File: src/rtl/fe_macros.svh
// Width and fetch-stride defines for the fetch PC generator
`ifndef FE_MACROS_SVH
`define FE_MACROS_SVH

// Virtual address width of a fetch PC
`define FE_VADDR_W 39

// Width of one fetched instruction
`define FE_INSTR_W 32

// Privilege mode width (user, supervisor, machine)
`define FE_PRIV_W 2

// Byte step between sequential fetches
`define FE_FETCH_STRIDE 4

`endif

File: src/rtl/fe_pkg.sv
// Command, queue message and fetch controller types for the fetch PC generator
`include "fe_macros.svh"

package fe_pkg;

   // Frontend command opcodes
   typedef enum logic [2:0]
   {
      e_op_state_reset        = 3'd0,
      e_op_pc_redirection     = 3'd1,
      e_op_itlb_fill_response = 3'd2,
      e_op_icache_fence       = 3'd3,
      e_op_itlb_fence         = 3'd4
   } fe_opcode_e;

   // Subopcodes of a PC redirection
   typedef enum logic [1:0]
   {
      e_subop_redirect           = 2'd0,
      e_subop_trap               = 2'd1,
      e_subop_translation_switch = 2'd2
   } fe_subop_e;

   // Command word from the backend
   typedef struct packed
   {
      fe_opcode_e             opcode;
      fe_subop_e              subopcode;
      logic [`FE_VADDR_W-1:0] vaddr;
      logic [`FE_PRIV_W-1:0]  priv;
      logic                   translation_enabled;
   } fe_cmd_s;

   typedef enum logic
   {
      e_fe_fetch     = 1'b0,
      e_fe_exception = 1'b1
   } fe_msg_type_e;

   // Listed in decreasing priority
   typedef enum logic [1:0]
   {
      e_itlb_miss          = 2'd0,
      e_instr_page_fault   = 2'd1,
      e_instr_access_fault = 2'd2
   } fe_exc_code_e;

   typedef struct packed
   {
      logic [`FE_VADDR_W-1:0] pc;
      logic [`FE_INSTR_W-1:0] instr;
   } fe_fetch_s;

   // Padded out to the size of a fetch body
   typedef struct packed
   {
      logic [`FE_VADDR_W-1:0]                      vaddr;
      fe_exc_code_e                                exception_code;
      logic [`FE_INSTR_W-$bits(fe_exc_code_e)-1:0] padding;
   } fe_exception_s;

   // One message body, read as fetch or exception by msg_type
   typedef union packed
   {
      fe_fetch_s     fetch;
      fe_exception_s exception;
   } fe_msg_u;

   typedef struct packed
   {
      fe_msg_type_e msg_type;
      fe_msg_u      msg;
   } fe_queue_s;

   // Fetch controller states
   typedef enum logic [1:0]
   {
      e_wait  = 2'd0,
      e_stall = 2'd1,
      e_run   = 2'd2
   } fe_state_e;

endpackage

File: src/rtl/fe_if2_if.sv
// IF2 stage and its flush conditions, shared by the PC pipeline and queue packer
`include "fe_macros.svh"

interface fe_if2_if;

   // Fetch sitting in IF2 this cycle
   logic                   if2_v;
   logic [`FE_VADDR_W-1:0] if2_pc;

   // Outcome of the IF2 response
   logic                   flush;
   logic                   fetch_fail;
   logic                   exception_v;

   modport pipe
   (
      output if2_v,
      output if2_pc,
      input  flush,
      input  fetch_fail,
      input  exception_v
   );

   modport pack
   (
      input  if2_v,
      input  if2_pc,
      output flush,
      output fetch_fail,
      output exception_v
   );

endinterface

File: src/rtl/fe_cmd_unit.sv
// Frontend command decode with shadow privilege and translation-enable registers
`include "fe_macros.svh"

module fe_cmd_unit
(
   input  logic                   clk_i,
   input  logic                   reset_i,
   input  logic                   fe_cmd_v_i,
   input  fe_pkg::fe_cmd_s        fe_cmd_i,
   output logic                   fe_cmd_yumi_o,
   output logic                   cmd_v_o,
   output logic [`FE_VADDR_W-1:0] cmd_vaddr_o,
   output logic [`FE_PRIV_W-1:0]  mem_priv_o,
   output logic                   mem_translation_en_o
);
   import fe_pkg::*;

   logic                  state_reset_v;
   logic                  pc_redirect_v;
   logic                  trap_v;
   logic                  translation_v;
   logic                  priv_w;
   logic                  translation_en_w;
   logic [`FE_PRIV_W-1:0] priv_r;
   logic                  translation_en_r;

   // Commands are taken the cycle they show up
   assign fe_cmd_yumi_o = fe_cmd_v_i;

   // Every command redirects the fetch stream
   assign cmd_v_o     = fe_cmd_v_i;
   assign cmd_vaddr_o = fe_cmd_i.vaddr;

   assign state_reset_v = fe_cmd_v_i & (fe_cmd_i.opcode == e_op_state_reset);
   assign pc_redirect_v = fe_cmd_v_i & (fe_cmd_i.opcode == e_op_pc_redirection);
   assign trap_v        = pc_redirect_v & (fe_cmd_i.subopcode == e_subop_trap);
   assign translation_v = pc_redirect_v & (fe_cmd_i.subopcode == e_subop_translation_switch);

   // Privilege changes on reset or trap, translation also on a switch
   assign priv_w           = state_reset_v | trap_v;
   assign translation_en_w = state_reset_v | trap_v | translation_v;

   always_ff @(posedge clk_i)
   begin
      if (reset_i)
      begin
         priv_r           <= '0;
         translation_en_r <= 1'b0;
      end
      else
      begin
         if (priv_w)
            priv_r <= fe_cmd_i.priv;
         if (translation_en_w)
            translation_en_r <= fe_cmd_i.translation_enabled;
      end
   end

   // Bypass so the memory side sees the new mode with the redirect PC
   assign mem_priv_o           = priv_w ? fe_cmd_i.priv : priv_r;
   assign mem_translation_en_o = translation_en_w ? fe_cmd_i.translation_enabled
                                                  : translation_en_r;

endmodule

File: src/rtl/fe_pc_pipe.sv
// Fetch controller, resume PC, IF1/IF2 stage registers and next-PC selection
`include "fe_macros.svh"

module fe_pc_pipe
(
   input  logic                   clk_i,
   input  logic                   reset_i,
   input  logic                   cmd_v_i,
   input  logic [`FE_VADDR_W-1:0] cmd_vaddr_i,
   input  logic                   next_pc_yumi_i,
   input  logic                   fe_queue_ready_i,
   fe_if2_if.pipe                 if2_o,
   output logic [`FE_VADDR_W-1:0] next_pc_o,
   output logic                   next_pc_v_o
);
   import fe_pkg::*;

   localparam logic [`FE_VADDR_W-1:0] fetch_stride = `FE_FETCH_STRIDE;

   fe_state_e              state_r;
   fe_state_e              state_n;
   logic                   is_wait;
   logic                   is_run;
   logic                   if2_kill;
   logic                   if1_v_n;
   logic                   if1_v_r;
   logic [`FE_VADDR_W-1:0] if1_pc_r;
   logic                   if2_v_r;
   logic [`FE_VADDR_W-1:0] if2_pc_r;
   logic [`FE_VADDR_W-1:0] pc_resume_r;

   assign is_wait = (state_r == e_wait);
   assign is_run  = (state_r == e_run);

   // IF2 is dropped on a flush and on any fetch that produced no message
   assign if2_kill = if2_o.flush | if2_o.fetch_fail;

   // Redirect first, then resume point while not running, else sequential
   always_comb
   begin
      if (cmd_v_i)
         next_pc_o = cmd_vaddr_i;
      else if (!is_run)
         next_pc_o = pc_resume_r;
      else
         next_pc_o = if1_pc_r + fetch_stride;
   end

   // A command must be fetchable right away even with the queue full
   assign next_pc_v_o = ~is_wait & (fe_queue_ready_i | cmd_v_i);

   // A sequential fetch taken while IF2 drops would skip ahead of the resume PC
   assign if1_v_n = next_pc_yumi_i & (cmd_v_i | ~if2_kill);

   always_comb
   begin
      state_n = state_r;
      case (state_r)
         // Idle until the backend sends a command
         e_wait:
            state_n = cmd_v_i ? e_stall : e_wait;
         // Retry the resume PC until a fetch is taken
         e_stall:
            state_n = if1_v_n ? e_run : e_stall;
         e_run:
         begin
            if (cmd_v_i)
               state_n = if1_v_n ? e_run : e_stall;
            else if (if2_o.fetch_fail)
               state_n = e_stall;
            else if (if2_o.exception_v)
               state_n = e_wait;
            else
               state_n = e_run;
         end
         default:
            state_n = e_wait;
      endcase
   end

   always_ff @(posedge clk_i)
   begin
      if (reset_i)
      begin
         state_r <= e_wait;
         if1_v_r <= 1'b0;
         if2_v_r <= 1'b0;
      end
      else
      begin
         state_r <= state_n;
         if1_v_r <= if1_v_n;
         if2_v_r <= if1_v_r & ~if2_kill;
      end
   end

   always_ff @(posedge clk_i)
   begin
      // IF1 keeps the last accepted PC so the sequential PC never skips
      if (next_pc_yumi_i)
         if1_pc_r <= next_pc_o;
      if2_pc_r <= if1_pc_r;
      // Tracks IF2 so a dropped fetch restarts at its own PC
      if (cmd_v_i)
         pc_resume_r <= cmd_vaddr_i;
      else if (is_run)
         pc_resume_r <= if2_pc_r;
   end

   assign if2_o.if2_v  = if2_v_r;
   assign if2_o.if2_pc = if2_pc_r;

endmodule

File: src/rtl/fe_queue_pack.sv
// Flush and exception conditions of IF2 and frontend queue message assembly
`include "fe_macros.svh"

module fe_queue_pack
(
   input  logic                   cmd_v_i,
   input  logic                   mem_resp_v_i,
   input  logic [`FE_INSTR_W-1:0] mem_resp_data_i,
   input  logic                   mem_resp_icache_miss_i,
   input  logic                   mem_resp_itlb_miss_i,
   input  logic                   mem_resp_page_fault_i,
   input  logic                   mem_resp_access_fault_i,
   input  logic                   fe_queue_ready_i,
   fe_if2_if.pack                 if2_i,
   output fe_pkg::fe_queue_s      fe_queue_o,
   output logic                   fe_queue_v_o,
   output logic                   mem_poison_o
);
   import fe_pkg::*;

   logic resp_v;
   logic itlb_miss;
   logic page_fault;
   logic access_fault;
   logic icache_miss;
   logic queue_miss;
   logic exception_v;
   logic flush;
   logic instr_v;

   // Response flags only count against a live IF2 fetch
   assign resp_v       = if2_i.if2_v & mem_resp_v_i;
   assign itlb_miss    = resp_v & mem_resp_itlb_miss_i;
   assign page_fault   = resp_v & mem_resp_page_fault_i;
   assign access_fault = resp_v & mem_resp_access_fault_i;
   assign icache_miss  = resp_v & mem_resp_icache_miss_i;
   assign queue_miss   = if2_i.if2_v & ~fe_queue_ready_i;

   // A redirect in the same cycle supersedes the faulting fetch
   assign exception_v = ~cmd_v_i & (itlb_miss | page_fault | access_fault);

   assign flush   = exception_v | icache_miss | queue_miss | cmd_v_i;
   assign instr_v = resp_v & ~flush;

   assign fe_queue_v_o = fe_queue_ready_i & (instr_v | exception_v);
   assign mem_poison_o = flush;

   assign if2_i.flush       = flush;
   assign if2_i.fetch_fail  = if2_i.if2_v & ~fe_queue_v_o;
   assign if2_i.exception_v = exception_v;

   always_comb
   begin
      // Unused body bits stay zero
      fe_queue_o = '0;
      if (exception_v)
      begin
         fe_queue_o.msg_type            = e_fe_exception;
         fe_queue_o.msg.exception.vaddr = if2_i.if2_pc;
         if (itlb_miss)
            fe_queue_o.msg.exception.exception_code = e_itlb_miss;
         else if (page_fault)
            fe_queue_o.msg.exception.exception_code = e_instr_page_fault;
         else
            fe_queue_o.msg.exception.exception_code = e_instr_access_fault;
      end
      else
      begin
         fe_queue_o.msg_type        = e_fe_fetch;
         fe_queue_o.msg.fetch.pc    = if2_i.if2_pc;
         fe_queue_o.msg.fetch.instr = mem_resp_data_i;
      end
   end

endmodule

File: src/rtl/fe_pc_gen.sv
// Fetch PC generator top level joining command decode, PC pipeline and queue packer
`include "fe_macros.svh"

module fe_pc_gen
(
   input  logic                   clk_i,
   input  logic                   reset_i,

   // Backend command
   input  logic                   fe_cmd_v_i,
   input  fe_pkg::fe_cmd_s        fe_cmd_i,
   output logic                   fe_cmd_yumi_o,

   // Fetch request to the icache and ITLB
   output logic [`FE_VADDR_W-1:0] next_pc_o,
   output logic                   next_pc_v_o,
   input  logic                   next_pc_yumi_i,

   output logic [`FE_PRIV_W-1:0]  mem_priv_o,
   output logic                   mem_translation_en_o,
   output logic                   mem_poison_o,

   // Response for the fetch in IF2
   input  logic                   mem_resp_v_i,
   input  logic [`FE_INSTR_W-1:0] mem_resp_data_i,
   input  logic                   mem_resp_icache_miss_i,
   input  logic                   mem_resp_itlb_miss_i,
   input  logic                   mem_resp_page_fault_i,
   input  logic                   mem_resp_access_fault_i,

   // Frontend queue
   output fe_pkg::fe_queue_s      fe_queue_o,
   output logic                   fe_queue_v_o,
   input  logic                   fe_queue_ready_i
);

   logic                   cmd_v;
   logic [`FE_VADDR_W-1:0] cmd_vaddr;

   fe_if2_if if2 ();

   fe_cmd_unit cmd0
   (
      .clk_i                (clk_i),
      .reset_i              (reset_i),
      .fe_cmd_v_i           (fe_cmd_v_i),
      .fe_cmd_i             (fe_cmd_i),
      .fe_cmd_yumi_o        (fe_cmd_yumi_o),
      .cmd_v_o              (cmd_v),
      .cmd_vaddr_o          (cmd_vaddr),
      .mem_priv_o           (mem_priv_o),
      .mem_translation_en_o (mem_translation_en_o)
   );

   fe_pc_pipe pipe0
   (
      .clk_i            (clk_i),
      .reset_i          (reset_i),
      .cmd_v_i          (cmd_v),
      .cmd_vaddr_i      (cmd_vaddr),
      .next_pc_yumi_i   (next_pc_yumi_i),
      .fe_queue_ready_i (fe_queue_ready_i),
      .if2_o            (if2.pipe),
      .next_pc_o        (next_pc_o),
      .next_pc_v_o      (next_pc_v_o)
   );

   fe_queue_pack pack0
   (
      .cmd_v_i                 (cmd_v),
      .mem_resp_v_i            (mem_resp_v_i),
      .mem_resp_data_i         (mem_resp_data_i),
      .mem_resp_icache_miss_i  (mem_resp_icache_miss_i),
      .mem_resp_itlb_miss_i    (mem_resp_itlb_miss_i),
      .mem_resp_page_fault_i   (mem_resp_page_fault_i),
      .mem_resp_access_fault_i (mem_resp_access_fault_i),
      .fe_queue_ready_i        (fe_queue_ready_i),
      .if2_i                   (if2.pack),
      .fe_queue_o              (fe_queue_o),
      .fe_queue_v_o            (fe_queue_v_o),
      .mem_poison_o            (mem_poison_o)
   );

endmodule

File: config.mk
export PLATFORM = sky130hd
export DESIGN_NAME = fe_pc_gen
export DESIGN_NICKNAME = d
export VERILOG_FILES = /design/src/rtl/fe_pkg.sv /design/src/rtl/fe_if2_if.sv /design/src/rtl/fe_cmd_unit.sv /design/src/rtl/fe_pc_pipe.sv /design/src/rtl/fe_queue_pack.sv /design/src/rtl/fe_pc_gen.sv
export VERILOG_INCLUDE_DIRS = /design/src /design/src/rtl
export SDC_FILE = /design/constraint.sdc
export NUM_CORES = 1
export LEC_CHECK = 0
export ABC_AREA = 1
export BUFFER_PORTS_ARGS = -buffer_cell sky130_fd_sc_hd__buf_2
export CAP_MARGIN = 20
export CORE_AREA = 5 5 112 124
export DETAILED_ROUTE_END_ITERATION = 10
export DIE_AREA = 0 0 117 129
export GPL_ROUTABILITY_DRIVEN = 0
export PLACE_DENSITY = 0.78
export SETUP_SLACK_MARGIN = 0.2
export SLEW_MARGIN = 20
export SYNTH_ARGS = -nofsm -noshare
export SYNTH_HDL_FRONTEND = slang
export SYNTH_SLANG_ARGS = --single-unit
File: constraint.sdc
create_clock -name clk_i -period 4.1 [get_ports clk_i]
set_input_delay 0.41 -clock clk_i [delete_from_list [all_inputs] [get_ports clk_i]]
set_output_delay 0.41 -clock clk_i [all_outputs]
set_load 0.005 [all_outputs]
==> results.toml <==
[status]
status = "finished, final reports clean"

[floorplanning]
fp.coreArea_mm2 = 0.01248
start_util = 0.4861
die_h_um = 129
die_area_mm2 = 0.01509
die_w_um = 117
io_pins = 207
rows = 43

[timing]
period_share = 0.6939
fin_setup_tns_ns = 0
skew_ns = 0.008904
hold_viol = 0
slew_headroom = 0.3553
maxSlewViolCount = 0
setup_viol = 0
worstMarginPinSlew_ns = 0.9636
min_period_ns = 2.845
max_freq_mhz = 351.5
rsz0062_at_grt = "no"

[final_layout]
nNetsFinal = 1067
final_util = 0.6214
diodes = 0
drive_gt1_frac = 0.2646
area_delta_synth_final_pct = 27.84

[global_routing]
grt_pass1_wl_mm = 27.01
grt_max_degree = 81
grt-ovfl-total = 0
grt_pass1_vias = 5295
antenna_found_initial = 0
grtUsageTotal = 0.2329

[yosys]
postSynthCellCount = 771
synth_edf_count = 78
synth_common_cells = "nand2_1, nor2_1, edfxtp_1, inv_1, nand3_1"
synth-async-reset-ratio = 0
synth_fp_nets = 861
yosys_warnings = 0
syn_avg_cell_area_um2 = 7.869
synth_most_common_cell = "nand2_1"
synth_top_cell_area_share = 0.3861
synth_area_leaders = "edfxtp_1, nand2_1, dfxtp_1"
synth_ff_type = "edfxtp_1"
synth_top_area_cell = "edfxtp_1"
ys_ff_latch = 124
yosysSeqAreaShare = 0.5378
syn_area_mm2 = 0.006067
post_synth_num_cell_types = 36

[setup_path]
crit_start = "pipe0.if1_pc_r[2]"
startpoint_type = "register"
crit_path_end_kind = "output port"
worst_ep_arrival_time_ns = 2.44
worst_ep_required_time_ns = 3.69
worst-path-max-fanout = 7
worstReg2RegStart = "pipe0.if1_pc_r[2]"
critPathKind = "reg2out"

[cts]
cts-root-buf = "clkbuf_16"
clk_pin_slew_worst_paths_ns = 0.05
cts_hold_buf = 0
tritoncts = "done"
clk_latency_ns = 0.41
clk_path_buf_depth = 2
post_cts_resize_count = 0
cts-buffers-inserted = 17
postCtsSetupBuffers = 0
clock_sinks = 124
htree_levels = 4

[power_and_ir_drop]
power_switching_mw = 0.8002
p_clk_frac = 0.407
powerDensity_mw_per_mm2 = 419.6
power_frac_seq = 0.468
leakagePower_nw = 3.777
p_int_mw = 2.454
ir_worst_vdd_v = 0.0004032
combPwrFrac = 0.125
swShare = 0.2459

[routing]
viasPerCell = 4.921
final_antenna_net_count = 0
drt_iter0_markers = 613
wl_per_cell_um = 15.25
drc = 0
totalWireLength_mm = 17.49
dr.pass1.iters = 5
num_vias = 5644

[run]
cap_violations = 0

[hold_path]
hold_path_class = "in2reg"
holdCritStartpoint = "reset_i"

[placement]
hpwl_mm = 12.75
io_buffers = 206
## flip-flops by register name, indices dropped and copies added, names as in the netlist
name	cells
pipe0.if1_pc_r	39
pipe0.pc_resume_r	39
cmd0.priv_r	2
pipe0.if2_o.if2_v	1
pipe0.if2_o.if2_pc	39
cmd0.translation_en_r	1
pipe0.state_r	2
pipe0.if1_v_r	1
## cell families after synthesis
family | share of synthesized area
AND/OR/NAND/NOR | 0.3487
flip-flops | 0.5378
XOR/XNOR | 0.01011
adder cells (fa/ha/maj) | 0.002062
buffers and inverters | 0.06084
AO/OA/AOI/OAI | 0.04042
## path summary, 6_finish.rpt
kind | slack, ns | depth (start not counted) | to
max reg2reg | 1.97 | 10 | pipe0.if1_pc_r[34]
min | 0.25 | 2 | pipe0.if2_o.if2_v
max | 1.25 | 10 | next_pc_o[34]
min reg2reg | 0.38 | 0 | pipe0.if2_o.if2_pc[0]
## cell type report
type                       instances  area, um^2
clock buffer                      29       510.5
sequential                       124        3263
timing repair buffer             212        1076
tap                              157       196.4
inverter                          69       259.0
multi-input combinational        553        2437
clock inverter                     3       13.76
fill                            1116        4726
## cells in the final DEF (no fill, tap or decap), types with 2 or more instances in the layout
master,count
nand2_1,290
buf_2,206
nor2_1,105
edfxtp_1,78
inv_1,67
nand3_1,63
dfxtp_1,46
o21ai_0,22
clkbuf_16,17
clkbuf_1,8
nand2_2,7
nand3b_1,7
or2_2,7
a21oi_1,6
nand4_1,6
xor2_1,6
buf_4,6
nor2_2,5
or2_0,4
o211ai_1,4
clkbuf_8,4
nor2_4,3
o21bai_1,3
inv_2,2
a31oi_1,2
nor3_1,2
clkinv_2,2
## critical path, stage by stage (launching register included)
cell and delay (ns):
edfxtp_1 0.44, ha_1 0.35, inv_2 0.09, nor2_4 0.20
nand2_2 0.12, nor2_1 0.27, nand3b_1 0.12, nand3_1 0.11
nand3_1 0.09, nand2_1 0.13, buf_2 0.12
## power groups by stage
stage	Clock [mW]	Combinational [mW]	Sequential, mW
3_3_place_gp	0	0.401	1.54
6_report	1.32	0.408	1.52
2_1_floorplan	0	0.210	1.53
5_1_grt	1.40	0.459	1.53
4_1_cts	1.34	0.411	1.52
3_5_place_dp	0	0.408	1.54
## through the flow
step	hold WS [ns]	instances	worst slack [ns]	area, um^2	power (mW)
floorplan	0.3484	771	1.798	6067	1.736
global placement	0.3631	1115	1.600	7232	1.942
detailed placement	0.3624	1115	1.557	7232	1.951
CTS	0.2353	1147	1.268	7756	3.271
global route	0.2588	1147	1.083	7756	3.389
finish	0.2517	1147	1.255	7756	3.254
## metal layers
metal / share of wire / GRT usage
met5: 0 / 0
met4: 0.020 / 0.08435
met3: 0.073 / 0.05315
met2: 0.47 / 0.3522
met1: 0.44 / 0.3287
Power figures use the tool's default switching activity.
